### config.mk
export PLATFORM = sky130hd
export DESIGN_NAME = hexCommandMonitor
export DESIGN_NICKNAME = d
export VERILOG_FILES = /design/src/ramMonitorPkg.sv /design/src/hexCommandMonitor.sv
export VERILOG_INCLUDE_DIRS = /design/src
export SDC_FILE = /design/constraint.sdc
export NUM_CORES = 1
export LEC_CHECK = 0
export ABC_AREA = 1
export BUFFER_PORTS_ARGS = -buffer_cell sky130_fd_sc_hd__buf_2
export CAP_MARGIN = 20
export CORE_MARGIN = 4
export CORE_UTILIZATION = 55
export DETAILED_ROUTE_END_ITERATION = 6
export PLACE_DENSITY = 0.8
export SYNTH_ARGS = -nofsm -noshare
export SYNTH_HDL_FRONTEND = slang
export SYNTH_SLANG_ARGS = --single-unit
### constraint.sdc
create_clock -name clk -period 5.1 [get_ports clk]
set_input_delay 1.02 -clock clk [delete_from_list [all_inputs] [get_ports clk]]
set_output_delay 1.02 -clock clk [all_outputs]
set_load 0.05 [all_outputs]
### src/ramMonitor_settings.svh
`ifndef RAM_MONITOR_SETTINGS_SVH
`define RAM_MONITOR_SETTINGS_SVH

// Memory geometry, three address digits and four data digits
`define RAM_ADDR_WIDTH 12
`define RAM_DATA_WIDTH 16
`define RAM_FILL_VALUE 16'hFFFF

`define UART_CLKS_PER_BIT 8     // Short bit time keeps simulation fast

`define REFRESH_INTERVAL 64     // Clocks between refresh starts
`define REFRESH_CYCLES 6        // Clocks the controller is blocked per refresh
`define READ_LATENCY 2          // Acceptance to read data valid

`endif

### src/ramMonitorPkg.sv
`include "ramMonitor_settings.svh"

package ramMonitorPkg;

    typedef logic [`RAM_ADDR_WIDTH-1:0] memAddrT;   // Word address
    typedef logic [`RAM_DATA_WIDTH-1:0] memDataT;   // One memory word

    // Command sequence of the monitor, one stage per step
    typedef enum logic [2:0] {
        waitCmd,    // Arm input for the command byte
        loadCmd,    // Decode command, echo w or r
        loadAddr,   // Latch address, echo =
        issue,      // Raise the memory trigger
        waitMem,    // Wait for acceptance and read data
        printData,  // Queue the read word as hex
        newline     // Queue CR LF
    } monStageT;

endpackage

### src/hexCommandMonitor.sv
`include "ramMonitor_settings.svh"

module hexCommandMonitor (
    input  logic                   clk,
    input  logic                   rstN,
    input  logic                   enable,
    input  logic                   received,
    input  logic [7:0]             rxByte,
    output logic                   transmit,
    output logic [7:0]             txByte,
    input  logic                   transmitting,
    output logic                   cmdTrigger,
    output ramMonitorPkg::memAddrT cmdAddr,
    output logic                   cmdWrite,
    output ramMonitorPkg::memDataT cmdWriteData,
    input  logic                   cmdReady,
    input  ramMonitorPkg::memDataT cmdReadData,
    input  logic                   cmdReadDataValid
);
    import ramMonitorPkg::*;

    localparam int AddrDigits = `RAM_ADDR_WIDTH / 4;
    localparam int DataDigits = `RAM_DATA_WIDTH / 4;
    localparam int CountWidth = $clog2(DataDigits + 1);
    localparam int BufWidth = 8 * DataDigits;

    monStageT              stage;
    logic [CountWidth-1:0] inCount;     // Characters still to load
    logic [CountWidth-1:0] outCount;    // Characters waiting in outBuf
    logic [CountWidth-1:0] shiftedCount;
    logic                  suppress;
    logic                  readValid;
    memDataT               readData;
    logic [BufWidth-1:0]   inBuf;       // Newest character in the low byte
    logic [BufWidth-1:0]   outBuf;      // Oldest character in the low byte
    logic [BufWidth-1:0]   shiftedBuf;
    logic [BufWidth-1:0]   hexWord;
    memAddrT               digitAddr;
    memDataT               digitData;
    logic                  popNow;
    logic                  loadByte;
    logic                  echoPush;
    logic                  step;
    logic                  cmdIsWrite;

    function automatic logic [3:0] nibbleFromHex(input logic [7:0] c);
        return (c >= 8'h61) ? 4'(c - 8'h57) : 4'(c - 8'h30);
    endfunction

    function automatic logic [7:0] hexFromNibble(input logic [3:0] n);
        return (n < 4'd10) ? 8'h30 + 8'(n) : 8'h57 + 8'(n);   // Lowercase a-f
    endfunction

    always_comb begin
        for (int i = 0; i < AddrDigits; i++)
            digitAddr[4*i +: 4] = nibbleFromHex(inBuf[8*i +: 8]);
        for (int i = 0; i < DataDigits; i++) begin
            digitData[4*i +: 4] = nibbleFromHex(inBuf[8*i +: 8]);
            hexWord[8*i +: 8] = hexFromNibble(readData[4*(DataDigits-1-i) +: 4]);
        end
    end

    // Hand the oldest character to the UART when it is free
    assign popNow = !transmit && !transmitting && outCount != '0;
    assign shiftedBuf = popNow ? outBuf >> 8 : outBuf;
    assign shiftedCount = popNow ? outCount - 1'b1 : outCount;

    assign loadByte = enable && received && inCount != '0;
    assign echoPush = loadByte && !suppress;
    assign step = enable && inCount == '0 && outCount == '0;
    assign cmdIsWrite = inBuf[7:0] == "w";

    always_ff @(posedge clk or negedge rstN) begin
        if (!rstN) begin
            stage <= waitCmd;
            inCount <= '0;
            outCount <= '0;
            suppress <= 1'b0;
            transmit <= 1'b0;
            cmdTrigger <= 1'b0;
            cmdWrite <= 1'b0;
            readValid <= 1'b0;
        end else begin
            transmit <= popNow;
            if (cmdTrigger && cmdReady)
                cmdTrigger <= 1'b0;             // Accepted
            if (cmdReadDataValid)
                readValid <= 1'b1;
            outCount <= shiftedCount + CountWidth'(echoPush);
            if (loadByte)
                inCount <= inCount - 1'b1;
            if (step) begin
                suppress <= 1'b0;
                case (stage)
                    waitCmd: begin
                        inCount <= CountWidth'(1);
                        suppress <= 1'b1;       // Command byte is echoed as w or r
                        stage <= loadCmd;
                    end
                    loadCmd: begin
                        cmdWrite <= cmdIsWrite;
                        outCount <= CountWidth'(1);
                        inCount <= CountWidth'(AddrDigits);
                        stage <= loadAddr;
                    end
                    loadAddr: begin
                        outCount <= CountWidth'(1);
                        if (cmdWrite)
                            inCount <= CountWidth'(DataDigits);
                        stage <= issue;
                    end
                    issue: begin
                        cmdTrigger <= 1'b1;
                        readValid <= 1'b0;
                        stage <= waitMem;
                    end
                    waitMem: begin
                        if (!cmdTrigger && (cmdWrite || readValid))
                            stage <= printData;
                    end
                    printData: begin
                        if (!cmdWrite)
                            outCount <= CountWidth'(DataDigits);
                        stage <= newline;
                    end
                    default: begin
                        outCount <= CountWidth'(2);
                        stage <= waitCmd;
                    end
                endcase
            end
        end
    end

    always_ff @(posedge clk) begin
        if (popNow)
            txByte <= outBuf[7:0];
        if (loadByte)
            inBuf <= {inBuf[BufWidth-9:0], rxByte};
        if (cmdReadDataValid)
            readData <= cmdReadData;
        if (step) begin
            case (stage)
                loadCmd:   outBuf <= BufWidth'(cmdIsWrite ? "w" : "r");
                loadAddr: begin
                    outBuf <= BufWidth'("=");
                    cmdAddr <= digitAddr;
                end
                issue:     if (cmdWrite) cmdWriteData <= digitData;
                printData: if (!cmdWrite) outBuf <= hexWord;
                newline:   outBuf <= BufWidth'({8'h0A, 8'h0D});   // CR goes first
                default:   outBuf <= outBuf;
            endcase
        end else begin
            outBuf <= shiftedBuf;
            if (echoPush)
                outBuf[8*shiftedCount +: 8] <= rxByte;
        end
    end

endmodule

-- After elaboration in Yosys (flattened, before gate mapping)
Cells that the tools add are included.
- register bits after elaboration: 130
- bits in latches: 0
- memory bits (writable): 0
- bits in read-only memories: 0
- input port bits: 31
- output and inout bits: 39
- logic and storage cells: 112
- memories kept: 0
- add/subtract/negate cells: 20
- multipliers: 0
- div/mod/pow operators: 0
- magnitude comparators: 8
- equal/unequal tests: 10
- shift operators: 2
- muxes and demuxes: 32
- bitwise operators: 0
- reductions and logical operators: 26
- operators with widths (cell ; count):
    two-way mux 32 bit ; 4
    case mux 32 bit (4 select lines) ; 1
    negation 6 -> 34 bit ; 1
    variable shift 8 x 34 -> 32 bit, first input constant ; 1
    variable part select 8 x 34 -> 32 bit ; 1
    adder 7 x 4 -> 8 bit, first input constant ; 4
    bitwise mux 32 bit ; 1
    >= comparator 8 x 7 -> 1 bit, second input constant ; 4
    two-way mux 8 bit ; 4
    adder 6 x 4 -> 7 bit, first input constant ; 4
    two-way mux 3 bit ; 8
    case mux 3 bit (3 select lines) ; 2
    case mux 3 bit (6 select lines) ; 1
    less-than comparator 4 bit, second input constant ; 4
    two-way mux 4 bit ; 4
    subtractor 4 x 1 -> 4 bit, second input constant ; 4
    subtractor 4 x 3 -> 4 bit, second input constant ; 4
    equality test 3 bit, second input constant ; 3
    logical AND 1 bit ; 9
    logical NOT 3 bit ; 3
    equality test 8 x 7 -> 1 bit, second input constant ; 1
    AND reduction 2 bit ; 4
    two-way mux 1 bit ; 7
    equality test 3 x 2 -> 1 bit, second input constant ; 2
    other kinds (12) ; 17

-- Logic depth before layout (Yosys ltp)
Gate-level depths: netlist (run 1).
- depth in word-level cells: 9
- gate-level depth with buffers: 13
- depth with buffers taken out: 13

-- Worst setup path after synthesis (run 1)
OpenSTA, ideal clock, no wires.
- kind: input to register
- from: input port enable
- to: register cmdWriteData[0] (enable)
- setup time: 430 ps
- arrival time: 3069 ps
- setup slack: 1601 ps
- stages: 4
- path buffers: 2
- path through: nand4_1 > buf_2 > buf_2 > nor4_1
- word-level cells in the longest chain between the ends: 3
- ends and longest elaborated chain (what ; line ; source):
    start, declared ; hexCommandMonitor.sv:6 ; input logic enable,
    logical AND 1 bit (2 in series) ; hexCommandMonitor.sv:70 ; assign step = enable && inCount == '0 && outCount == '0;
    AND reduction 3 bit (no line) ; - ;
    end signal, assigned ; hexCommandMonitor.sv:149 ; issue: if (cmdWrite) cmdWriteData <= digitData;
    end, declared ; hexCommandMonitor.sv:15 ; output ramMonitorPkg::memDataT cmdWriteData,
No other way between the ends.
A chain may end at the register's enable or synchronous reset.

-- Worst setup path after layout (run 1)
- from: register outCount[0]
- to: register outBuf[14] (enable)
- word-level cells in the longest chain between the ends: 4
- elaborated cells between the ends (all ways): 5
- those cells by class: 2 x eq/ne; 3 x reduce/logical
- ends and longest elaborated chain (what ; line ; source):
    start, declared ; hexCommandMonitor.sv:29 ; logic [CountWidth-1:0] outCount;
    start signal, assigned ; hexCommandMonitor.sv:89 ; outCount <= shiftedCount + CountWidth'(echoPush);
    start signal, assigned ; hexCommandMonitor.sv:102 ; outCount <= CountWidth'(1);
    start signal, assigned ; hexCommandMonitor.sv:107 ; outCount <= CountWidth'(1);
    logical NOT 3 bit (*) ; hexCommandMonitor.sv:70 ;
    logical AND 1 bit (*) ; hexCommandMonitor.sv:70 ;
    != test 5 x 1 -> 1 bit (no line) / != test 3 bit (equally long branches) ; - ;
    AND reduction 2 bit (no line) (*) ; - ;
    end signal, assigned ; hexCommandMonitor.sv:144 ; loadCmd: outBuf <= BufWidth'(cmdIsWrite ? "w" : "r");
    end signal, assigned ; hexCommandMonitor.sv:146 ; outBuf <= BufWidth'("=");
    end signal, assigned ; hexCommandMonitor.sv:150 ; printData: if (!cmdWrite) outBuf <= hexWord;
    end, declared ; hexCommandMonitor.sv:35 ; logic [BufWidth-1:0] outBuf;
Mark *: on every way between the ends. The rest lies on a longest branch, timed or not.

==> insert_results.sql, run 1 <==
INSERT INTO impl_metrics (metric_group, metric, value, unit) VALUES
('worst_setup_path', 'criticalPathCategory', 'register to register', ''),
('sta', 'tightest_slew', '0.757', 'ns'),
('worst_setup_path', 'nature_of_the_critical_path_startpoint', 'register', ''),
('clocking', 'number_of_buffers_added_by_the_clock_tree_synthesis_step', '17', ''),
('detailed_routing', 'first_pass_iters', '5', ''),
('floorplanning', 'floorplan.initialDensity', '56.1', '%'),
('global_route', 'grt.overflow.total', '0', ''),
('worst_setup_path', 'cpPeakStageDelay', '0.42', 'ns'),
('sta', 'totalNegativeSetupSlack', '0', 'ns'),
('detailed_routing', 'final_antenna_net_count', '0', ''),
('logic_synthesis', 'postSynth.asyncResetShare', '10.8', '%'),
('detailed_routing', 'wire_per_inst', '16.1', 'um'),
('place', 'port_buffers', '69', ''),
('logic_synthesis', 'synth_cell_type_count', '37', ''),
('floorplanning', 'dieArea', '13400', 'um^2'),
('global_route', 'grtUsageTotal', '21.7', '%'),
('floorplanning', 'die-height', '116', 'um'),
('clocking', 'postCtsResizedCells', '0', ''),
('worst_setup_path', 'critical_path.endpoint_type', 'register', ''),
('detailed_routing', 'route.vias.total', '4678', ''),
('pwr', 'power_density', '513', 'nW/um^2'),
('finish', 'layout-drive-gt1-share', '19.7', '%'),
('sta', 'slew_headroom', '49.5', '%'),
('worst_setup_path', 'critical_path.n_buffers_inverters', '6', ''),
('floorplanning', 'num_io_pins', '70', ''),
('finish', 'synthToLayoutAreaGrowth', '18.4', '%'),
('global_route', 'antenna_found_initial', '0', ''),
('status', 'outcome', 'completed', ''),
('logic_synthesis', 'postSynthCellCount', '616', ''),
('job', 'maxCapViolations', '0', ''),
('sta', 'grt_setup_unrepaired', 'no', ''),
('clocking', 'clock_latency_at_the_later_pin_of_the_worst_skew_pair', '0.42', 'ns'),
('worst_setup_path', 'worst_path_dominant_cell_family', 'buffers and inverters', ''),
('floorplanning', 'fp-row-count', '39', ''),
('clocking', 'numClockSinks', '130', ''),
('worst_setup_path', 'arrival_time_reported_for_the_critical_path_endpoint', '3.38', 'ns'),
('logic_synthesis', 'dominantRegCellSynth', 'sky130_fd_sc_hd__edfxtp_1', ''),
('detailed_routing', 'initialDrtViolationCount', '420', ''),
('sta', 'worst_clock_skew', '0.00898', 'ns'),
('pwr', 'vdd.ir_drop.worst', '387', 'uV'),
('logic_synthesis', 'netlist_area', '6370', 'um^2'),
('sta', 'hold_violations', '0', ''),
('worst_setup_path', 'crit_chain', 'inv_1 > ha_1 > inv_2 > nor2_2 > nand4_1 > buf_4 > nor2_2 > inv_2 > o22ai_1 > inv_1 > buf_16', ''),
('clocking', 'clock_tree.htree_level_count', '4', ''),
('finish', 'antenna_cells', '0', ''),
('global_route', 'grt_first_pass_wirelength', '22.2', 'mm'),
('detailed_routing', 'post_drt_via_cell_ratio', '5.49', ''),
('sta', 'setup_violations', '0', ''),
('clocking', 'tritoncts', 'built', ''),
('sta', 'hold_slack', '0.447', 'ns'),
('clocking', 'clock_edge_transition_at_the_registers_on_the_reported_setup_and_hold_paths', '0.06', 'ns'),
('clocking', 'clockRootBuffer', 'sky130_fd_sc_hd__clkbuf_16', ''),
('logic_synthesis', 'synth-edff-count', '116', ''),
('sta', 'post-route-period-util', '63.1', '%'),
('detailed_routing', 'sum_of_routed_wire_length_over_all_layers', '13.7', 'mm'),
('sta', 'final.min_clock_period', '3.22', 'ns'),
('logic_synthesis', 'synth.ff_latch_count', '130', ''),
('worst_setup_path', 'critical_path_peak_fanout', '33', ''),
('worst_setup_path', 'cp_slowest_cell', 'sky130_fd_sc_hd__nor2_2', ''),
('clocking', 'clockBufferDepth', '2', ''),
('worst_setup_path', 'cp.required', '5.27', 'ns'),
('clocking', 'cts_hold_repair.buffers', '0', ''),
('logic_synthesis', 'synth.net_count', '669', ''),
('global_route', 'first_global_vias', '4587', ''),
('sta', 'timing_max_transition_violations_final', '0', ''),
('logic_synthesis', 'ys_seq_area_share', '60.1', '%'),
('detailed_routing', 'route.detailed.drc', '0', ''),
('pwr', 'power_leakage', '3.39', 'nW'),
('sta', 'clock.fmax', '311', 'MHz'),
('floorplanning', 'coreArea', '11400', 'um^2'),
('hold_path', 'worst_hold_path_type', 'register to register', ''),
('logic_synthesis', 'postSynthAreaPerCell', '10.3', 'um^2'),
('logic_synthesis', 'count_of_synthesis_stage_warnings_from_yosys', '0', ''),
('place', 'dpl.hpwl', '9.72', 'mm'),
('place', 'gp_congestion', '0.981', ''),
('finish', 'finish.net_count', '751', ''),
('clocking', 'cts_setup_buffers', '0', ''),
('global_route', 'grt_max_degree', '45', ''),
('pwr', 'post-layout-total-power', '3.87', 'mW'),
('floorplanning', 'die-width', '116', 'um');
==> metrics by stage <==
stage / std cells / util [%] / setup slack (ns) / area [um^2]
after floorplan: 616 / - / 1.60 / 6370
after global placement: 819 / 60.5 / 1.57 / 6870
after detailed placement: 821 / 60.9 / 1.78 / 6930
after CTS: 851 / 66.3 / 1.88 / 7540
after global routing: 852 / 66.4 / 1.54 / 7550
final: 852 / 66.4 / 1.88 / 7550
==> cell usage in the layout, fill, tap and decap left out, types with 2 or more instances in the layout <==
| cell | n |
|---|---|
| sky130_fd_sc_hd__a21oi_1 | 13 |
| sky130_fd_sc_hd__buf_4 | 3 |
| sky130_fd_sc_hd__nor2_4 | 3 |
| sky130_fd_sc_hd__xor2_1 | 11 |
| sky130_fd_sc_hd__inv_1 | 61 |
| sky130_fd_sc_hd__ha_1 | 22 |
| sky130_fd_sc_hd__nor2_8 | 3 |
| sky130_fd_sc_hd__o22ai_1 | 2 |
| sky130_fd_sc_hd__buf_2 | 69 |
| sky130_fd_sc_hd__nor2_2 | 3 |
| sky130_fd_sc_hd__a31o_2 | 3 |
| sky130_fd_sc_hd__clkbuf_16 | 17 |
| sky130_fd_sc_hd__nand2_1 | 151 |
| sky130_fd_sc_hd__clkinv_1 | 2 |
| sky130_fd_sc_hd__o21ai_1 | 12 |
| sky130_fd_sc_hd__edfxtp_1 | 116 |
| sky130_fd_sc_hd__nand2_4 | 5 |
| sky130_fd_sc_hd__dfrtp_1 | 14 |
| sky130_fd_sc_hd__nand2_2 | 9 |
| sky130_fd_sc_hd__clkinvlp_4 | 2 |
| sky130_fd_sc_hd__buf_16 | 2 |
| sky130_fd_sc_hd__clkinv_4 | 3 |
| sky130_fd_sc_hd__nand3_1 | 65 |
| sky130_fd_sc_hd__xnor2_1 | 6 |
| sky130_fd_sc_hd__inv_2 | 9 |
| sky130_fd_sc_hd__nand4_1 | 6 |
| sky130_fd_sc_hd__inv_6 | 2 |
| sky130_fd_sc_hd__o21ai_0 | 39 |
| sky130_fd_sc_hd__o211ai_1 | 3 |
| sky130_fd_sc_hd__mux2i_1 | 8 |
| sky130_fd_sc_hd__nor2_1 | 30 |
| sky130_fd_sc_hd__bufinv_16 | 4 |
==> layer usage <==
layer | global-route usage (%) | wire [um] | vias to the layer above
met5 | 0 | 0 | -
li1 | - | - | 2274
met3 | 4.70 | 942 | 35
met1 | 26.1 | 5280 | 2179
met2 | 37.2 | 7020 | 190
met4 | 10.5 | 462 | 0
==> Yosys cell counts, types with 4 or more instances <==
cell type / count / share of area [%]
sky130_fd_sc_hd__nand2_4: 5 / 0.88
sky130_fd_sc_hd__inv_1: 61 / 3.6
sky130_fd_sc_hd__inv_2: 9 / 0.53
sky130_fd_sc_hd__clkbuf_1: 4 / 0.24
sky130_fd_sc_hd__nor2_1: 30 / 1.8
sky130_fd_sc_hd__nand2_2: 9 / 0.88
sky130_fd_sc_hd__xnor2_1: 6 / 0.82
sky130_fd_sc_hd__buf_2: 4 / 0.31
sky130_fd_sc_hd__mux2i_1: 8 / 1.3
sky130_fd_sc_hd__ha_1: 22 / 4.3
sky130_fd_sc_hd__nand4_1: 6 / 0.59
sky130_fd_sc_hd__o21ai_1: 12 / 0.94
sky130_fd_sc_hd__edfxtp_1: 116 / 55
sky130_fd_sc_hd__nand3_1: 65 / 5.1
sky130_fd_sc_hd__o21ai_0: 39 / 3.1
sky130_fd_sc_hd__a21oi_1: 13 / 1.0
sky130_fd_sc_hd__xor2_1: 11 / 1.5
sky130_fd_sc_hd__nand2_1: 151 / 8.9
sky130_fd_sc_hd__dfrtp_1: 14 / 5.5
==> worst paths after layout <==
kind	startpoint	to	slack (ns)	cells past startpoint
min in group asynchronous	rstN	stage[1]	0.48	1
setup reg to reg	outCount[0]	outBuf[14]	1.88	11
hold reg to reg	inBuf[7]	inBuf[15]	0.45	0
max in group asynchronous	rstN	outCount[0]	4.38	1
hold / removal	inBuf[7]	inBuf[15]	0.45	0
setup / recovery	outCount[0]	outBuf[14]	1.88	11
==> sequential cells by signal, summed over array words and instances (netlist names) <==
register,cells
stage,3
cmdWrite,1
transmit,1
cmdWriteData,16
cmdTrigger,1
outBuf,32
readValid,1
txByte,8
inCount,3
inBuf,32
suppress,1
readData,16
outCount,3
cmdAddr,12
==> worst register-to-register path: cells and delay by family, from the launching register on <==
kind                     cells  cell delay [ns]
flip-flops                   1             0.39
adder cells (fa/ha/maj)      1             0.22
AND/OR/NAND/NOR              3             0.93
AO/OA/AOI/OAI                1             0.19
buffers and inverters        6             1.24
==> where the power goes <==
group / internal, mW / switching (mW)
sequential: 1.44 / 0.119
combinational: 0.333 / 0.725
clock: 0.814 / 0.440
total: 2.59 / 1.28
==> cells by family (layout without fill, tap and decap cells) <==
group / count (synthesis) / after routing / synth area share (%)
DFF: 130 / 130 / 60.1
buffers and inverters: 83 / 176 / 4.99
xor gates and xnor gates: 17 / 17 / 2.34
AOI/OAI and AO/OA: 77 / 77 / 6.63
adders and majority gates: 22 / 22 / 4.32
muxes: 8 / 8 / 1.26
and+or+nand+nor: 279 / 279 / 20.3
==> area by class of cell <==
type,instances,area [um^2]
multi-input combinational,403,2230
timing repair buffer,74,423
sequential,130,3830
clock buffer,18,429
fill,856,3820
tap,143,179
inverter,72,272
clock inverter,12,183
Power figures use the tool's default switching activity.
==> inputs of run 2 (changes only) <==
--- a/config.mk
+++ b/config.mk
@@ -6,7 +6,7 @@
 export SDC_FILE = /design/constraint.sdc
 export NUM_CORES = 1
 export LEC_CHECK = 0
-export ABC_AREA = 1
+export ABC_AREA = 0
 export BUFFER_PORTS_ARGS = -buffer_cell sky130_fd_sc_hd__buf_2
 export CAP_MARGIN = 20
 export CORE_MARGIN = 4
==> constraint.sdc (replaced) <==
create_clock -name clk -period 3 [get_ports clk]
set_input_delay 0.6 -clock clk [delete_from_list [all_inputs] [get_ports clk]]
set_output_delay 0.6 -clock clk [all_outputs]
set_load 0.05 [all_outputs]
==> run 2 against run 1 <==
Against the previous run:
- hold slack worse by 0.38 ns
- critical path depth is 4 lower
- routed wire length is 2.2% lower
- clock skew is 0.0012 ns higher
==> insert_results.sql, run 2 <==
INSERT INTO impl_metrics (metric_group, metric, value, unit) VALUES
('global_route', 'global_route.peak_usage_layer', 'met2', ''),
('logic_synthesis', 'postSynthAreaPerCell', '12.3', 'um^2'),
('logic_synthesis', 'post_synth_xor_area_fraction', '2.81', '%'),
('logic_synthesis', 'synth_cell_type_count', '61', ''),
('sta', 'setup_violations', '0', ''),
('pwr', 'power_frac_clock', '33.0', '%'),
('sta', 'post-route-period-util', '87.2', '%'),
('logic_synthesis', 'count_of_synthesis_stage_warnings_from_yosys', '0', ''),
('pwr', 'vdd.ir_drop.worst', '475', 'uV'),
('pwr', 'swShare', '31.7', '%'),
('clocking', 'postCtsResizedCells', '0', ''),
('detailed_routing', 'route.vias.total', '4434', ''),
('worst_setup_path', 'criticalPathCategory', 'register to register', ''),
('clocking', 'clock_tree.htree_level_count', '4', ''),
('pwr', 'power_leakage', '2.88', 'nW'),
('worst_setup_path', 'worstReg2RegEnd', 'outBuf[12]', ''),
('finish', 'antenna_cells', '0', ''),
('global_route', 'global_route.usage.met1', '26.5', '%'),
('worst_setup_path', 'worst_r2r_path_depth', '7', ''),
('clocking', 'numClockSinks', '130', ''),
('global_route', 'grt.overflow.total', '0', ''),
('worst_setup_path', 'crit_chain', 'inv_2 > ha_1 > nor2b_2 > nor4_1 > o211ai_1 > and2_1 > a311oi_1', ''),
('detailed_routing', 'sum_of_routed_wire_length_over_all_layers', '13.4', 'mm'),
('hold_path', 'worst_hold_path_type', 'primary input to async pin', ''),
('worst_setup_path', 'cp.required', '3.16', 'ns'),
('clocking', 'cts_hold_repair.buffers', '0', ''),
('finish', 'stdcell_area', '7320', 'um^2'),
('worst_setup_path', 'critical_path.endpoint_type', 'register', ''),
('clocking', 'clockBufferDepth', '2', ''),
('detailed_routing', 'wire_per_inst', '18.2', 'um'),
('sta', 'slew_headroom', '37.2', '%'),
('worst_setup_path', 'arrival_time_reported_for_the_critical_path_endpoint', '2.77', 'ns'),
('sta', 'hold_violations', '0', ''),
('pwr', 'power.share.sequential', '43.0', '%'),
('place', 'dpl.hpwl', '9.31', 'mm'),
('sta', 'worst_clock_skew', '0.0102', 'ns'),
('floorplanning', 'num_io_pins', '70', ''),
('pwr', 'power_density', '872', 'nW/um^2'),
('finish', 'finish.net_count', '637', ''),
('worst_setup_path', 'cpPeakStageDelay', '0.75', 'ns'),
('job', 'maxCapViolations', '0', ''),
('logic_synthesis', 'dominantRegCellSynth', 'sky130_fd_sc_hd__edfxtp_1', ''),
('floorplanning', 'coreArea', '10900', 'um^2'),
('detailed_routing', 'route.detailed.drc', '0', ''),
('floorplanning', 'die-width', '114', 'um'),
('logic_synthesis', 'synth.ff_latch_count', '130', ''),
('worst_setup_path', 'critical_path.n_buffers_inverters', '1', ''),
('finish', 'biggestRegsByFlops', 'inBuf: 32 flops, outBuf: 32 flops', ''),
('sta', 'timing_max_transition_violations_final', '0', ''),
('pwr', 'net-switching-power', '2.02', 'mW'),
('logic_synthesis', 'netlist_area', '6220', 'um^2'),
('detailed_routing', 'post_drt_via_cell_ratio', '6.02', ''),
('global_route', 'antenna_found_initial', '0', ''),
('global_route', 'grt_max_degree', '33', ''),
('pwr', 'p_int', '4.36', 'mW'),
('worst_setup_path', 'r2r_setup_slack', '0.38', 'ns'),
('logic_synthesis', 'synth-edff-count', '116', ''),
('logic_synthesis', 'synth_area_leader_cell', 'sky130_fd_sc_hd__edfxtp_1', ''),
('clocking', 'clockRootBuffer', 'sky130_fd_sc_hd__clkbuf_16', ''),
('place', 'gp_congestion', '0.885', ''),
('logic_synthesis', 'synth-simple-area-share', '12.7', '%'),
('logic_synthesis', 'ys_seq_area_share', '61.6', '%'),
('sta', 'final.min_clock_period', '2.62', 'ns'),
('logic_synthesis', 'largest_family_of_logic_cells_by_synthesized_area', 'simple AND/OR/NAND/NOR gates', ''),
('detailed_routing', 'first_pass_iters', '5', ''),
('finish', 'layout.cells.most_common_list', '116 x sky130_fd_sc_hd__edfxtp_1, 70 x sky130_fd_sc_hd__nand2_1, 69 x sky130_fd_sc_hd__buf_2', ''),
('worst_setup_path', 'critical_path_peak_fanout', '12', ''),
('logic_synthesis', 'synth.area.top_cells', 'sky130_fd_sc_hd__edfxtp_1 56%, sky130_fd_sc_hd__dfrtp_1 5.6%, sky130_fd_sc_hd__ha_1 4.4%', ''),
('clocking', 'clock_edge_transition_at_the_registers_on_the_reported_setup_and_hold_paths', '0.06', 'ns'),
('clocking', 'cts_setup_buffers', '0', ''),
('global_route', 'met2_usage', '37.4', '%'),
('logic_synthesis', 'yosysMostFrequentCell', 'sky130_fd_sc_hd__edfxtp_1', ''),
('finish', 'synthToLayoutAreaGrowth', '17.6', '%'),
('worst_setup_path', 'worst_path_dominant_cell_family', 'compound AO/OA/AOI/OAI gates', ''),
('sta', 'grt_setup_unrepaired', 'no', ''),
('logic_synthesis', 'adder_cell_fraction_of_synth_area', '4.42', '%'),
('sta', 'clock.fmax', '382', 'MHz'),
('sta', 'totalNegativeSetupSlack', '0', 'ns'),
('finish', 'layout-drive-gt1-share', '22.4', '%'),
('detailed_routing', 'final_antenna_net_count', '0', ''),
('sta', 'tightest_slew', '0.937', 'ns'),
('detailed_routing', 'initialDrtViolationCount', '404', ''),
('logic_synthesis', 'synth.mux.area_fraction', '2.65', '%'),
('finish', 'layout.cells.most_common', 'sky130_fd_sc_hd__edfxtp_1', ''),
('worst_setup_path', 'nature_of_the_critical_path_startpoint', 'register', ''),
('place', 'port_buffers', '69', ''),
('floorplanning', 'fp-row-count', '38', ''),
('floorplanning', 'floorplan.initialDensity', '56.9', '%'),
('floorplanning', 'dieArea', '13100', 'um^2'),
('clocking', 'clock_latency_at_the_later_pin_of_the_worst_skew_pair', '0.42', 'ns'),
('logic_synthesis', 'post-synth-top-area-fraction', '56.0', '%'),
('pwr', 'comb_power_share', '24.0', '%'),
('logic_synthesis', 'synth_commonest_cells', '116 x sky130_fd_sc_hd__edfxtp_1, 70 x sky130_fd_sc_hd__nand2_1, 32 x sky130_fd_sc_hd__nor2_1', ''),
('place', 'placedInstanceArea', '6710', 'um^2'),
('logic_synthesis', 'postSynth.asyncResetShare', '10.8', '%'),
('logic_synthesis', 'postSynthCellCount', '506', ''),
('global_route', 'grtUsageTotal', '21.5', '%'),
('logic_synthesis', 'synth.net_count', '559', ''),
('global_route', 'grt_first_pass_wirelength', '21.9', 'mm'),
('global_route', 'first_global_vias', '4445', ''),
('logic_synthesis', 'synth-compound-area-share', '12.3', '%'),
('clocking', 'number_of_buffers_added_by_the_clock_tree_synthesis_step', '17', ''),
('worst_setup_path', 'cp_slowest_cell', 'sky130_fd_sc_hd__o211ai_1', ''),
('global_route', 'met3_usage', '5.07', '%'),
('finish', 'fillers', '798', ''),
('status', 'outcome', 'completed', ''),
('floorplanning', 'die-height', '114', 'um'),
('clocking', 'tritoncts', 'built', ''),
('worst_setup_path', 'timing.rr.start', 'outCount[0]', '');
==> run 2: cell count changes after synthesis, moves of 7 or more <==
cell,change
sky130_fd_sc_hd__a211oi_1,+9
sky130_fd_sc_hd__a31oi_1,+16
sky130_fd_sc_hd__inv_1,-33
sky130_fd_sc_hd__inv_2,-8
sky130_fd_sc_hd__nand2_1,-81
sky130_fd_sc_hd__nand2_2,-9
sky130_fd_sc_hd__nand3_1,-59
sky130_fd_sc_hd__nor4_1,+7
sky130_fd_sc_hd__o21ai_0,-13
sky130_fd_sc_hd__o21ai_1,-12
sky130_fd_sc_hd__xnor2_1,+9
==> run 2: layer usage <==
metal,part of all wire (%),vias to the layer above
met4,1.8,0
met5,0,-
met3,7.2,22
met1,40,2157
met2,51,192
li1,-,2063
==> run 2: logic make-up after synthesis <==
kind of cell | Yosys count
compound gates | 111
xor+xnor | 20
fa+ha+maj | 22
buf+inv | 49
flops | 130
mux | 14
simple gates | 160
==> run 2: area by class of cell <==
cell class / count / area, um^2 / share of cell area, %
inverter: 29 / 109 / 1.49
timing repair buffer: 79 / 420 / 5.74
tap: 140 / 175 / 2.39
clock inverter: 15 / 181 / 2.48
multi-input combinational: 327 / 2180 / 29.7
sequential: 130 / 3830 / 52.4
clock buffer: 17 / 425 / 5.81
==> run 2: worst max-delay path by stage <==
stage | startpoint | to | slack [ns] | cells past startpoint
floorplan | inCount[0] | inCount[2] | 0.23 | 7
global placement | transmitting | outBuf[12] | 0.53 | 6
detailed placement | transmitting | outBuf[12] | 0.42 | 6
CTS | outCount[0] | outBuf[12] | 0.43 | 7
global route | outCount[0] | outBuf[12] | 0.22 | 7
finish | outCount[0] | outBuf[12] | 0.38 | 7
==> run 2: stage by stage <==
| step | hold slack (ns) | util (%) | setup slack, ns | cells | total power [mW] |
|---|---|---|---|---|---|
| detailed placement | 0.434 | 61.4 | 0.415 | 705 | 4.28 |
| global placement | 0.435 | 61.4 | 0.527 | 705 | 4.18 |
| global route | 0.0928 | 66.9 | 0.222 | 737 | 6.70 |
| CTS | 0.0744 | 66.9 | 0.430 | 737 | 6.38 |
| floorplan | 0.304 | - | 0.228 | 506 | 3.88 |
| finish | 0.0686 | 66.9 | 0.385 | 737 | 6.38 |
==> run 2: power by group through the flow <==
stage / sequential (mW) / combinational, mW / clock, mW
floorplan: 2.77 / 1.11 / 0
global placement: 2.74 / 1.44 / 0
detailed placement: 2.77 / 1.51 / 0
CTS: 2.74 / 1.53 / 2.12
global route: 2.79 / 1.69 / 2.22
finish: 2.74 / 1.53 / 2.11
